### src/cache_pkg.sv
`default_nettype none

package cache_pkg;

  // ------------------------------------------------------------------------
  // Geometry
  // ------------------------------------------------------------------------
  localparam int NUM_SETS       = 8;
  localparam int WORDS_PER_LINE = 4;

  // Address field positions
  localparam int OFFSET_LSB = 2;
  localparam int INDEX_LSB  = 4;
  localparam int TAG_LSB    = 7;

  localparam logic [31:0] RESET_ADDR = 32'h0000_0000;

  typedef logic [31:0]  addr_t;
  typedef logic [31:0]  word_t;
  typedef logic [24:0]  tag_t;
  typedef logic [2:0]   index_t;
  typedef logic [1:0]   offset_t;
  typedef logic [127:0] line_t;
  typedef logic [3:0]   word_mask_t;

  // One wider than the offset so it can hold WORDS_PER_LINE
  typedef logic [2:0]   cnt_t;

  typedef enum logic [3:0] {
    st_idle,
    st_tag_check,
    st_spill_req,
    st_spill_wait,
    st_refill_req,
    st_refill_wait,
    st_fill_line,
    st_access,
    st_resp,
    st_resp_release
  } ctrl_state_t;

endpackage

`default_nettype wire

### src/cache_arrays.sv
`timescale 1ns/1ns
`default_nettype none

module cache_arrays
  import cache_pkg::*;
(
  input  logic       clk,
  input  logic       reset,

  input  index_t     index,
  input  tag_t       tag,
  input  logic       tag_wen,
  input  logic       data_wen,
  input  word_mask_t word_mask,
  input  line_t      line_wdata,
  input  logic       dirty_set,
  input  logic       dirty_clear,

  output tag_t       stored_tag,
  output logic       stored_valid,
  output logic       stored_dirty,
  output line_t      stored_line
);

  localparam int WORD_W = $bits(word_t);

  tag_t               tag_mem  [NUM_SETS];
  line_t              data_mem [NUM_SETS];
  logic [NUM_SETS-1:0] valid_bits;
  logic [NUM_SETS-1:0] dirty_bits;

  // ------------------------------------------------------------------------
  // Tag stage
  // ------------------------------------------------------------------------

  always_ff @(posedge clk) begin
    if (tag_wen) begin
      tag_mem[index] <= tag;
    end
  end

  // Valid comes up with the first tag write to a set
  always_ff @(posedge clk) begin
    if (reset) begin
      valid_bits <= '0;
    end else if (tag_wen) begin
      valid_bits[index] <= 1'b1;
    end
  end

  // Clear wins, a fill always starts clean
  always_ff @(posedge clk) begin
    if (reset) begin
      dirty_bits <= '0;
    end else if (dirty_clear) begin
      dirty_bits[index] <= 1'b0;
    end else if (dirty_set) begin
      dirty_bits[index] <= 1'b1;
    end
  end

  // ------------------------------------------------------------------------
  // Data stage
  // ------------------------------------------------------------------------

  // Per-word write enables, full mask for a fill
  always_ff @(posedge clk) begin
    if (data_wen) begin
      for (int w = 0; w < WORDS_PER_LINE; w++) begin
        if (word_mask[w]) begin
          data_mem[index][w*WORD_W +: WORD_W] <= line_wdata[w*WORD_W +: WORD_W];
        end
      end
    end
  end

  // Combinational read of the addressed set
  assign stored_tag   = tag_mem[index];
  assign stored_valid = valid_bits[index];
  assign stored_dirty = dirty_bits[index];
  assign stored_line  = data_mem[index];

endmodule

`default_nettype wire

### src/cache_dpath.sv
`timescale 1ns/1ns
`default_nettype none

module cache_dpath
  import cache_pkg::*;
(
  input  logic       clk,
  input  logic       reset,

  input  addr_t      proc_addr,
  input  word_t      proc_wdata,
  output word_t      proc_rdata,

  output addr_t      mem_addr,
  output word_t      mem_wdata,
  input  word_t      mem_rdata,

  // From the controller
  input  logic       req_en,
  input  logic       tag_wen,
  input  logic       dirty_set,
  input  logic       dirty_clear,
  input  logic       data_wen,
  input  logic       fill_sel,
  input  logic       spill_sel,
  input  logic       spill_step,
  input  logic       refill_step,
  input  logic       refill_capture,
  input  logic       cnt_clear,

  output logic       hit,
  output logic       dirty,
  output logic       spill_last,
  output logic       refill_last,

  // To and from the arrays
  input  tag_t       stored_tag,
  input  logic       stored_valid,
  input  logic       stored_dirty,
  input  line_t      stored_line,
  output index_t     index,
  output tag_t       tag,
  output line_t      line_wdata,
  output word_mask_t word_mask,
  output logic       arr_data_wen,
  output logic       arr_tag_wen,
  output logic       arr_dirty_set,
  output logic       arr_dirty_clear
);

  localparam int WORD_W = $bits(word_t);

  addr_t   req_addr;
  word_t   req_wdata;
  offset_t req_offset;
  cnt_t    spill_cnt;
  cnt_t    refill_cnt;
  line_t   refill_line;
  addr_t   spill_addr;
  addr_t   refill_addr;

  // ------------------------------------------------------------------------
  // Request registers and tag check
  // ------------------------------------------------------------------------

  always_ff @(posedge clk) begin
    if (reset) begin
      req_addr <= RESET_ADDR;
    end else if (req_en) begin
      req_addr <= proc_addr;
    end
  end

  always_ff @(posedge clk) begin
    if (req_en) begin
      req_wdata <= proc_wdata;
    end
  end

  assign tag        = req_addr[31:TAG_LSB];
  assign index      = req_addr[TAG_LSB-1:INDEX_LSB];
  assign req_offset = req_addr[INDEX_LSB-1:OFFSET_LSB];

  assign hit   = stored_valid && (stored_tag == tag);
  assign dirty = stored_valid && stored_dirty;

  // ------------------------------------------------------------------------
  // Spill and refill sequencing
  // ------------------------------------------------------------------------

  always_ff @(posedge clk) begin
    if (reset || cnt_clear) begin
      spill_cnt  <= '0;
      refill_cnt <= '0;
    end else begin
      if (spill_step) begin
        spill_cnt <= spill_cnt + cnt_t'(1);
      end
      if (refill_step) begin
        refill_cnt <= refill_cnt + cnt_t'(1);
      end
    end
  end

  assign spill_last  = (spill_cnt == cnt_t'(WORDS_PER_LINE));
  assign refill_last = (refill_cnt == cnt_t'(WORDS_PER_LINE));

  // Victim address uses the stored tag and the fill address the request tag
  assign spill_addr  = {stored_tag, index, offset_t'(spill_cnt), {OFFSET_LSB{1'b0}}};
  assign refill_addr = {tag, index, offset_t'(refill_cnt), {OFFSET_LSB{1'b0}}};
  assign mem_addr    = spill_sel ? spill_addr : refill_addr;

  assign mem_wdata = stored_line[offset_t'(spill_cnt)*WORD_W +: WORD_W];

  // Refill words land at the current refill count
  always_ff @(posedge clk) begin
    if (refill_capture) begin
      refill_line[offset_t'(refill_cnt)*WORD_W +: WORD_W] <= mem_rdata;
    end
  end

  // ------------------------------------------------------------------------
  // Array write side and response
  // ------------------------------------------------------------------------

  assign line_wdata = fill_sel ? refill_line : {WORDS_PER_LINE{req_wdata}};
  assign word_mask  = fill_sel ? '1 : word_mask_t'(1) << req_offset;

  // Write strobes pass straight to the arrays
  assign arr_tag_wen     = tag_wen;
  assign arr_dirty_clear = dirty_clear;
  assign arr_data_wen    = data_wen;
  assign arr_dirty_set   = dirty_set;

  assign proc_rdata = stored_line[req_offset*WORD_W +: WORD_W];

endmodule

`default_nettype wire

### src/cache_ctrl.sv
`timescale 1ns/1ns
`default_nettype none

module cache_ctrl
  import cache_pkg::*;
(
  input  logic clk,
  input  logic reset,

  input  logic proc_req,
  input  logic proc_write,
  output logic proc_ack,

  output logic mem_req,
  output logic mem_write,
  input  logic mem_ack,

  // Strobes to the datapath
  output logic req_en,
  output logic tag_wen,
  output logic dirty_set,
  output logic dirty_clear,
  output logic data_wen,
  output logic fill_sel,
  output logic spill_sel,
  output logic spill_step,
  output logic refill_step,
  output logic refill_capture,
  output logic cnt_clear,

  // Status from the datapath
  input  logic hit,
  input  logic dirty,
  input  logic spill_last,
  input  logic refill_last
);

  ctrl_state_t state;
  ctrl_state_t state_next;
  logic        req_write;

  always_ff @(posedge clk) begin
    if (reset) begin
      state <= st_idle;
    end else begin
      state <= state_next;
    end
  end

  // Store or load, taken with the address
  always_ff @(posedge clk) begin
    if (reset) begin
      req_write <= 1'b0;
    end else if (req_en) begin
      req_write <= proc_write;
    end
  end

  // ------------------------------------------------------------------------
  // Next state and outputs
  // ------------------------------------------------------------------------

  always_comb begin
    state_next     = state;
    proc_ack       = 1'b0;
    mem_req        = 1'b0;
    mem_write      = 1'b0;
    req_en         = 1'b0;
    tag_wen        = 1'b0;
    dirty_set      = 1'b0;
    dirty_clear    = 1'b0;
    data_wen       = 1'b0;
    fill_sel       = 1'b0;
    spill_sel      = 1'b0;
    spill_step     = 1'b0;
    refill_step    = 1'b0;
    refill_capture = 1'b0;
    cnt_clear      = 1'b0;

    unique case (state)
      st_idle: begin
        if (proc_req) begin
          req_en     = 1'b1;
          state_next = st_tag_check;
        end
      end

      st_tag_check: begin
        cnt_clear = 1'b1;
        if (hit) begin
          state_next = st_access;
        end else if (dirty) begin
          state_next = st_spill_req;
        end else begin
          state_next = st_refill_req;
        end
      end

      // Write back the victim, one handshake per word
      st_spill_req: begin
        mem_req   = 1'b1;
        mem_write = 1'b1;
        spill_sel = 1'b1;
        if (mem_ack) begin
          spill_step = 1'b1;
          state_next = st_spill_wait;
        end
      end

      st_spill_wait: begin
        mem_write = 1'b1;
        spill_sel = 1'b1;
        if (!mem_ack) begin
          state_next = spill_last ? st_refill_req : st_spill_req;
        end
      end

      // Read data is only valid while mem_ack is high
      st_refill_req: begin
        mem_req = 1'b1;
        if (mem_ack) begin
          refill_capture = 1'b1;
          refill_step    = 1'b1;
          state_next     = st_refill_wait;
        end
      end

      st_refill_wait: begin
        if (!mem_ack) begin
          state_next = refill_last ? st_fill_line : st_refill_req;
        end
      end

      st_fill_line: begin
        fill_sel    = 1'b1;
        tag_wen     = 1'b1;
        data_wen    = 1'b1;
        dirty_clear = 1'b1;
        state_next  = st_access;
      end

      st_access: begin
        if (req_write) begin
          data_wen  = 1'b1;
          dirty_set = 1'b1;
        end
        state_next = st_resp;
      end

      st_resp: begin
        proc_ack   = 1'b1;
        state_next = st_resp_release;
      end

      // Hold ack until the processor lets go
      st_resp_release: begin
        proc_ack = 1'b1;
        if (!proc_req) begin
          state_next = st_idle;
        end
      end

      default: begin
        state_next = st_idle;
      end
    endcase
  end

endmodule

`default_nettype wire

### src/cache_top.sv
`timescale 1ns/1ns
`default_nettype none

module cache_top
  import cache_pkg::*;
(
  input  logic  clk,
  input  logic  reset,

  input  logic  proc_req,
  input  logic  proc_write,
  input  addr_t proc_addr,
  input  word_t proc_wdata,
  output logic  proc_ack,
  output word_t proc_rdata,

  output logic  mem_req,
  output logic  mem_write,
  output addr_t mem_addr,
  output word_t mem_wdata,
  input  logic  mem_ack,
  input  word_t mem_rdata
);

  // Controller strobes
  logic req_en;
  logic tag_wen;
  logic dirty_set;
  logic dirty_clear;
  logic data_wen;
  logic fill_sel;
  logic spill_sel;
  logic spill_step;
  logic refill_step;
  logic refill_capture;
  logic cnt_clear;

  // Datapath status
  logic hit;
  logic dirty;
  logic spill_last;
  logic refill_last;

  // Array side
  index_t     index;
  tag_t       tag;
  line_t      line_wdata;
  word_mask_t word_mask;
  logic       arr_data_wen;
  logic       arr_tag_wen;
  logic       arr_dirty_set;
  logic       arr_dirty_clear;
  tag_t       stored_tag;
  logic       stored_valid;
  logic       stored_dirty;
  line_t      stored_line;

  cache_ctrl ctrl (
    .clk            (clk),
    .reset          (reset),
    .proc_req       (proc_req),
    .proc_write     (proc_write),
    .proc_ack       (proc_ack),
    .mem_req        (mem_req),
    .mem_write      (mem_write),
    .mem_ack        (mem_ack),
    .req_en         (req_en),
    .tag_wen        (tag_wen),
    .dirty_set      (dirty_set),
    .dirty_clear    (dirty_clear),
    .data_wen       (data_wen),
    .fill_sel       (fill_sel),
    .spill_sel      (spill_sel),
    .spill_step     (spill_step),
    .refill_step    (refill_step),
    .refill_capture (refill_capture),
    .cnt_clear      (cnt_clear),
    .hit            (hit),
    .dirty          (dirty),
    .spill_last     (spill_last),
    .refill_last    (refill_last)
  );

  cache_dpath dpath (
    .clk             (clk),
    .reset           (reset),
    .proc_addr       (proc_addr),
    .proc_wdata      (proc_wdata),
    .proc_rdata      (proc_rdata),
    .mem_addr        (mem_addr),
    .mem_wdata       (mem_wdata),
    .mem_rdata       (mem_rdata),
    .req_en          (req_en),
    .tag_wen         (tag_wen),
    .dirty_set       (dirty_set),
    .dirty_clear     (dirty_clear),
    .data_wen        (data_wen),
    .fill_sel        (fill_sel),
    .spill_sel       (spill_sel),
    .spill_step      (spill_step),
    .refill_step     (refill_step),
    .refill_capture  (refill_capture),
    .cnt_clear       (cnt_clear),
    .hit             (hit),
    .dirty           (dirty),
    .spill_last      (spill_last),
    .refill_last     (refill_last),
    .stored_tag      (stored_tag),
    .stored_valid    (stored_valid),
    .stored_dirty    (stored_dirty),
    .stored_line     (stored_line),
    .index           (index),
    .tag             (tag),
    .line_wdata      (line_wdata),
    .word_mask       (word_mask),
    .arr_data_wen    (arr_data_wen),
    .arr_tag_wen     (arr_tag_wen),
    .arr_dirty_set   (arr_dirty_set),
    .arr_dirty_clear (arr_dirty_clear)
  );

  cache_arrays arrays (
    .clk          (clk),
    .reset        (reset),
    .index        (index),
    .tag          (tag),
    .tag_wen      (arr_tag_wen),
    .data_wen     (arr_data_wen),
    .word_mask    (word_mask),
    .line_wdata   (line_wdata),
    .dirty_set    (arr_dirty_set),
    .dirty_clear  (arr_dirty_clear),
    .stored_tag   (stored_tag),
    .stored_valid (stored_valid),
    .stored_dirty (stored_dirty),
    .stored_line  (stored_line)
  );

endmodule

`default_nettype wire

### config.mk
export PLATFORM = sky130hd
export DESIGN_NAME = cache_top
export DESIGN_NICKNAME = d
export VERILOG_FILES = /design/src/cache_pkg.sv /design/src/cache_arrays.sv /design/src/cache_dpath.sv /design/src/cache_ctrl.sv /design/src/cache_top.sv
export SDC_FILE = /design/constraint.sdc
export NUM_CORES = 1
export LEC_CHECK = 0
export BUFFER_PORTS_ARGS = -buffer_cell sky130_fd_sc_hd__buf_2
export CAP_MARGIN = 10
export CORE_MARGIN = 10
export CORE_UTILIZATION = 45
export DETAILED_ROUTE_END_ITERATION = 8
export PLACE_DENSITY = 0.72
export SYNTH_ARGS = -nofsm -noshare
export SYNTH_HDL_FRONTEND = slang
export SYNTH_SLANG_ARGS = --single-unit
### constraint.sdc
create_clock -name clk -period 5.5 [get_ports clk]
set_input_delay 0 -clock clk [delete_from_list [all_inputs] [get_ports clk]]
set_output_delay 0 -clock clk [all_outputs]
set_load 0.01 [all_outputs]
======== Word-level counts from Yosys, hierarchy flattened ========
Memories as Yosys holds them, arrays and structs flattened. A register that Yosys moved wholly into a read port is not among the register bits.
Cells that the tools add are included.
word-level totals
  bits in registers ....................... 219
  RAM bits ................................ 1224
  bits of input ports ..................... 101
  output and inout port bits .............. 99
  memories kept ........................... 2
memory list
  name             depth  bits a word  rd ports  clocked after Yosys merged registers in  write ports  line                text
  arrays.data_mem  8      128          1         1                                        1            cache_arrays.sv:28  line_t data_mem [NUM_SETS];
  arrays.tag_mem   8      25           1         1                                        1            cache_arrays.sv:27  tag_t tag_mem [NUM_SETS];
operators by class
  add/sub/neg operators ................... 3
  magnitude comparators ................... 2
  equal/unequal tests ..................... 18
  shift-type cells ........................ 5
  multiplexer cells ....................... 54
  bitwise logic cells ..................... 4
  reduce and logical (&&, ||, !) cells .... 10
operator list
  kind                                                                        number
  128-bit by 8-bit indexed part select with 32-bit output                     2
  128-bit bitwise mux                                                         1
  128-bit 2-to-1 mux                                                          1
  32-bit by 34-bit variable shift with 128-bit output (first input constant)  1
  32-bit by 34-bit indexed part select with 128-bit output                    1
  4-bit case mux with 10 select lines                                         1
  7-bit negation with 34-bit output                                           1
  32-bit 2-to-1 mux                                                           1
  4-bit 2-to-1 mux                                                            8
  1-bit 2-to-1 mux                                                            29
  25-bit == test                                                              1
  3-bit 2-to-1 mux                                                            6
  4-bit by 3-bit == test with 1-bit output (second input constant)            4
  8-bit 2-to-1 mux                                                            2
  8-bit bitwise OR                                                            2
  2-bit != test (second input constant)                                       6
  8-bit bitwise AND                                                           1
  4-bit by 2-bit == test with 1-bit output (second input constant)            2
  4-bit == test (second input constant)                                       2
  8-bit inverter                                                              1
  3-bit by 1-bit adder with 3-bit output (second input constant)              2
  1-bit binary-select mux with 3-bit select                                   2
  3-bit == test (second input constant)                                       2
  6-bit AND reduction                                                         1
  other kinds (12)                                                            16

======== Depth between registers and ports, before layout ========
  depth after elaboration ................. 7
  gate-level depth with buffers ........... 11

======== Modules after synthesis ========
From an unflattened synthesis, not the netlist that was laid out.
second synthesis, totals
  cell total of the unflattened synthesis .. 3229
  area total of the unflattened synthesis .. 58666.3 µm²
modules (own cells, without submodules)
  module        instances  cells an instance  area each (µm²)  sequential area each (µm²)
  cache_arrays  1          2223               47344.2          37075.6
  cache_dpath   1          937                10800.4          5525.3
  cache_ctrl    1          69                 521.8            100.1

======== Worst setup path after synthesis ========
OpenSTA, ideal clock, no wires.
  path type ............................... reg-to-reg
  start ................................... reg ctrl.state[1]
  end ..................................... mem arrays.data_mem[5][100] (netlist name), enable pin
  setup time .............................. 0.421 ns
  data arrival time ....................... 2.875 ns
  data required time ...................... 5.079 ns
  slack ................................... 2.204 ns
  stages on the path, launching flop included .. 7
  path buffers ............................ 2
  path through ............................ dfxtp_1 > clkbuf_1 > nand4b_1 > nor2_1 > clkbuf_1 > a31oi_1 > nor2_1
on the way
  cells in the longest elaborated chain, start to end .. 6
ends and longest elaborated chain
  element                                     line                text
  start: declaration                          cache_ctrl.sv:38    ctrl_state_t state;
  start signal: assignment                    cache_ctrl.sv:44    state <= st_idle;
  start signal: assignment                    cache_ctrl.sv:46    state <= state_next;
  4-bit by 3-bit == test with 1-bit output    cache_ctrl.sv:80    unique case (state)
  1-bit 2-to-1 mux                            cache_ctrl.sv:80
  4-bit 2-to-1 mux                            cache_dpath.sv:127  assign word_mask = fill_sel ? '1 : word_mask_t'(1) << req_offset;
  1-bit 2-to-1 mux                            cache_arrays.sv:70  if (word_mask[w]) begin
  1-bit 2-to-1 mux (*)                        cache_arrays.sv:68  if (data_wen) begin
  1-bit 2-to-1 mux (not written as such) (*)  cache_arrays.sv:71  data_mem[index][w*WORD_W +: WORD_W] <= line_wdata[w*WORD_W +: WORD_W];
  end: declaration                            cache_arrays.sv:28
Every way passes the cells marked *; elsewhere a longest branch is shown, timed or not.

==> flow_summary.yaml <==
logic_synthesis:
  ys_ff_latch: 1444
  synth_cell_types: 53
  synthesis.area_sq_mm: 0.0577
  synthArstFlopShare_pct: 0
  synth_top_cells_by_area: "sky130_fd_sc_hd__edfxtp_1, sky130_fd_sc_hd__mux4_2, sky130_fd_sc_hd__nand2_1"
  synth-edff-count: 1384
  library_cell_with_the_highest_instance_count_after_synthesis: "sky130_fd_sc_hd__edfxtp_1"
  leading_post_synthesis_cells_by_instance_count: "sky130_fd_sc_hd__edfxtp_1, sky130_fd_sc_hd__nand2_1, sky130_fd_sc_hd__mux4_2, sky130_fd_sc_hd__and2_1, sky130_fd_sc_hd__clkbuf_1"
  synth_flop_cell: "sky130_fd_sc_hd__edfxtp_1"
  synth_largest_type_area_fraction_pct: 72.1
  synthesis.instances: 3278
  share_of_the_yosys_chip_area_belonging_to_registers_pct: 74.2
  syn_avg_cell_area_sq_um: 17.6
  synthDominantAreaCellType: "sky130_fd_sc_hd__edfxtp_1"
  synth_warnings: 0
global_routing:
  grt_start_max_net_pins: 153
  number_of_antenna_violations_at_the_first_check_in_global_routing: 22
  grtUsageTotal_pct: 21.2
  grt_overflow_total: 0
  grt_pass1_vias: 32200
  global_route_wire_length_before_repair_mm: 221
critical_path:
  worst-setup-path-type: "reg -> out"
  critical_path_arrival_ns: 4.27
  worstPathRequired_ns: 5.50
  path_max_fanout: 89
  crit_path_start_kind: "register"
  reg2reg_setup_slack_ns: 1.66
  worst_setup_path_end_kind: "primary output"
cells_and_area:
  syn2layout_area_growth_pct: 16.3
  layout.cell_area.non_filler_sq_mm: 0.0671
  finalNonFillerCells: 5452
  filler_cell_count: 9788
  layout.nets: 3780
  seqCellArea_sq_mm: 0.0428
  multiInputGateArea_sq_mm: 0.0144
  layout_cell_share_with_drive_strength_beyond_1_pct: 23.3
  finalCoreUtilization_pct: 52.7
floorplanning:
  core_sq_mm: 0.127
  die_w_um: 378
  io_pins: 200
  floorplan.initialDensity_pct: 45.3
  design.die.area_sq_mm: 0.143
  num_rows: 131
  die_h_um: 378
clock_network:
  clkTransAtPathRegs_ns: 0.06
  h-tree-depth: 4
  cts_root_buf: "sky130_fd_sc_hd__clkbuf_16"
  max-clock-path-buffers: 3
  tritoncts.num_buffers: 146
  clock_latency_ns: 0.79
  cts_num_sinks: 1444
  cts_tree: "done"
  post-cts-setup-buffer-count: 0
placed_design:
  gp_congestion: 0.812
  numPortBuffers: 195
  placed_cell_area_sq_mm: 0.0609
  dp_cells: 5021
  dp.final_hpwl_mm: 89.6
timing:
  hold_ws_ns: 0.0437
  finClkSkew_ns: 0.0318
  setup-tns-final_ns: 0
  max-slew-margin-rel_pct: 20.8
  worst_pin_slew_ns: 1.19
  period_share_pct: 77.7
  period_minus_slack_ns: 4.27
  drv_slew: 0
  setup_viol_count_final: 0
  achievable-frequency_mhz: 234
  rsz0062_at_grt: "no"
  finalHoldViolations: 0
route:
  detail_route.wirelength.met1_mm: 58.8
  vias_per_cell: 5.91
  detail_route.first_pass.iterations: 5
  detailroute.wirelength.met3_mm: 19.3
  dr.first_iter.drc_count: 3886
  drt-total-wl_mm: 152
  route.vias.total: 32200
  detailed_route_wirelength_on_metal2_mm: 70.3
  detail_route.wl_per_cell_um: 28.0
  drt.antenna.violating_nets: 0
  drc: 0
  maxUsedRoutingLayer: "met5"
pwr:
  total_leakage_power_nw: 22.4
  power.sequential.fraction_pct: 52.5
  power.share.combinational_pct: 7.1
  clock_power_share_pct: 40.4
  design_internal_power_w: 0.0179
  power_density_mw_per_mm2: 347
  swShare_pct: 23.1
  power_switching_w: 0.00537
  vdd_ir_drop_max_uv: 300
worst_hold_path:
  type_of_the_tightest_min_delay_check: "in -> reg"
status:
  outcome: "finished, final reports clean"
job:
  timing.max_cap.violations: 0
## critical path, cell delays in order (launching register included)
cell,delay (ns)
sky130_fd_sc_hd__dfxtp_4,0.62
sky130_fd_sc_hd__buf_12,0.57
sky130_fd_sc_hd__buf_4,0.62
sky130_fd_sc_hd__mux4_2,0.57
sky130_fd_sc_hd__nand2_1,0.09
sky130_fd_sc_hd__nand2_1,0.14
sky130_fd_sc_hd__mux4_2,0.55
sky130_fd_sc_hd__buf_2,0.17
## state kept, by name (all words and copies together), names as in the netlist, named ones only
signal / count
arrays.valid_bits: 8
dpath.req_wdata: 32
arrays.data_mem: 1024
ctrl.req_write: 1
dpath.req_addr: 30
arrays.tag_mem: 200
ctrl.state: 4
dpath.refill_cnt: 3
dpath.refill_line: 128
dpath.spill_cnt: 3
## worst paths after layout
check             cells past startpoint                 start              endpoint
setup reg to reg                      7              register         ctrl.state[2]
hold / removal                        4          proc_addr[9]     dpath.req_addr[9]
setup / recovery                      7              register         mem_wdata[13]
hold reg to reg                       2  arrays.valid_bits[2]  arrays.valid_bits[2]
## what timing repair did
| action | in CTS | in global routing |
|---|---|---|
| hold buffers | 164 | 0 |
| gates resized for setup | 0 | 0 |
| hold endpoints to repair | 220 | 0 |
## power by group through the flow
stage,logic (W),clock network [W],registers (W)
2_1_floorplan,0.000982,0,0.0124
3_3_place_gp,0.00151,0,0.0125
3_5_place_dp,0.00154,0,0.0125
4_1_cts,0.00164,0.00947,0.0122
5_1_grt,0.00176,0.00991,0.0122
6_report,0.00166,0.00940,0.0122
## area by class of cell
cell class	count	share of cell area (%)
inverters	15	0.0914
flip-flops and latches	1444	63.8
clock inverters	91	1.15
well taps	1662	3.10
repair buffers	426	4.75
multi-input cells	1638	21.5
diodes	6	0.0224
clock buffers	170	5.58
## per-stage QoR
stage	worst slack, ns	total power, W
final	1.23	0.0233
after global routing	0.959	0.0239
after CTS	1.11	0.0233
after detailed placement	1.61	0.0140
after global placement	1.70	0.0140
after floorplan	2.20	0.0134
## layout by cell type (no fill, tap or decap), types with 8 or more instances in the layout
master,count
sky130_fd_sc_hd__nand3_1,13
sky130_fd_sc_hd__a21oi_1,52
sky130_fd_sc_hd__dlygate4sd3_1,164
sky130_fd_sc_hd__o31ai_1,8
sky130_fd_sc_hd__mux2i_1,59
sky130_fd_sc_hd__nand2_1,777
sky130_fd_sc_hd__mux4_2,346
sky130_fd_sc_hd__clkinv_1,42
sky130_fd_sc_hd__buf_4,62
sky130_fd_sc_hd__clkbuf_1,24
sky130_fd_sc_hd__nor3_1,18
sky130_fd_sc_hd__o21ai_0,28
sky130_fd_sc_hd__nor2_1,36
sky130_fd_sc_hd__a22oi_1,18
sky130_fd_sc_hd__nor2_4,38
sky130_fd_sc_hd__and2_1,131
sky130_fd_sc_hd__clkbuf_16,146
sky130_fd_sc_hd__a22o_1,10
sky130_fd_sc_hd__clkinv_2,23
sky130_fd_sc_hd__buf_2,195
sky130_fd_sc_hd__ha_1,8
sky130_fd_sc_hd__inv_1,10
sky130_fd_sc_hd__xor2_1,12
sky130_fd_sc_hd__dfxtp_1,55
sky130_fd_sc_hd__edfxtp_1,1384
## metal layers
metal  track usage [%]  up-vias
li1                  -    13400
met1              29.7    16600
met2              32.7     1911
met3              5.69      252
met4              6.24       20
met5                 0        -
## kinds of logic after synthesis
kind of cell | count (synthesis) | share of synthesized area, %
AO/OA/AOI/OAI | 134 | 1.43
buffers and inverters | 197 | 1.42
AND/OR/NAND/NOR | 1067 | 7.88
multiplexers | 409 | 14.7
adder cells (fa/ha/maj) | 9 | 0.191
other | 1 | 0.00650
flip-flops | 1444 | 74.2
XOR/XNOR | 17 | 0.258
Note: power is estimated with default switching activity, not from simulation.
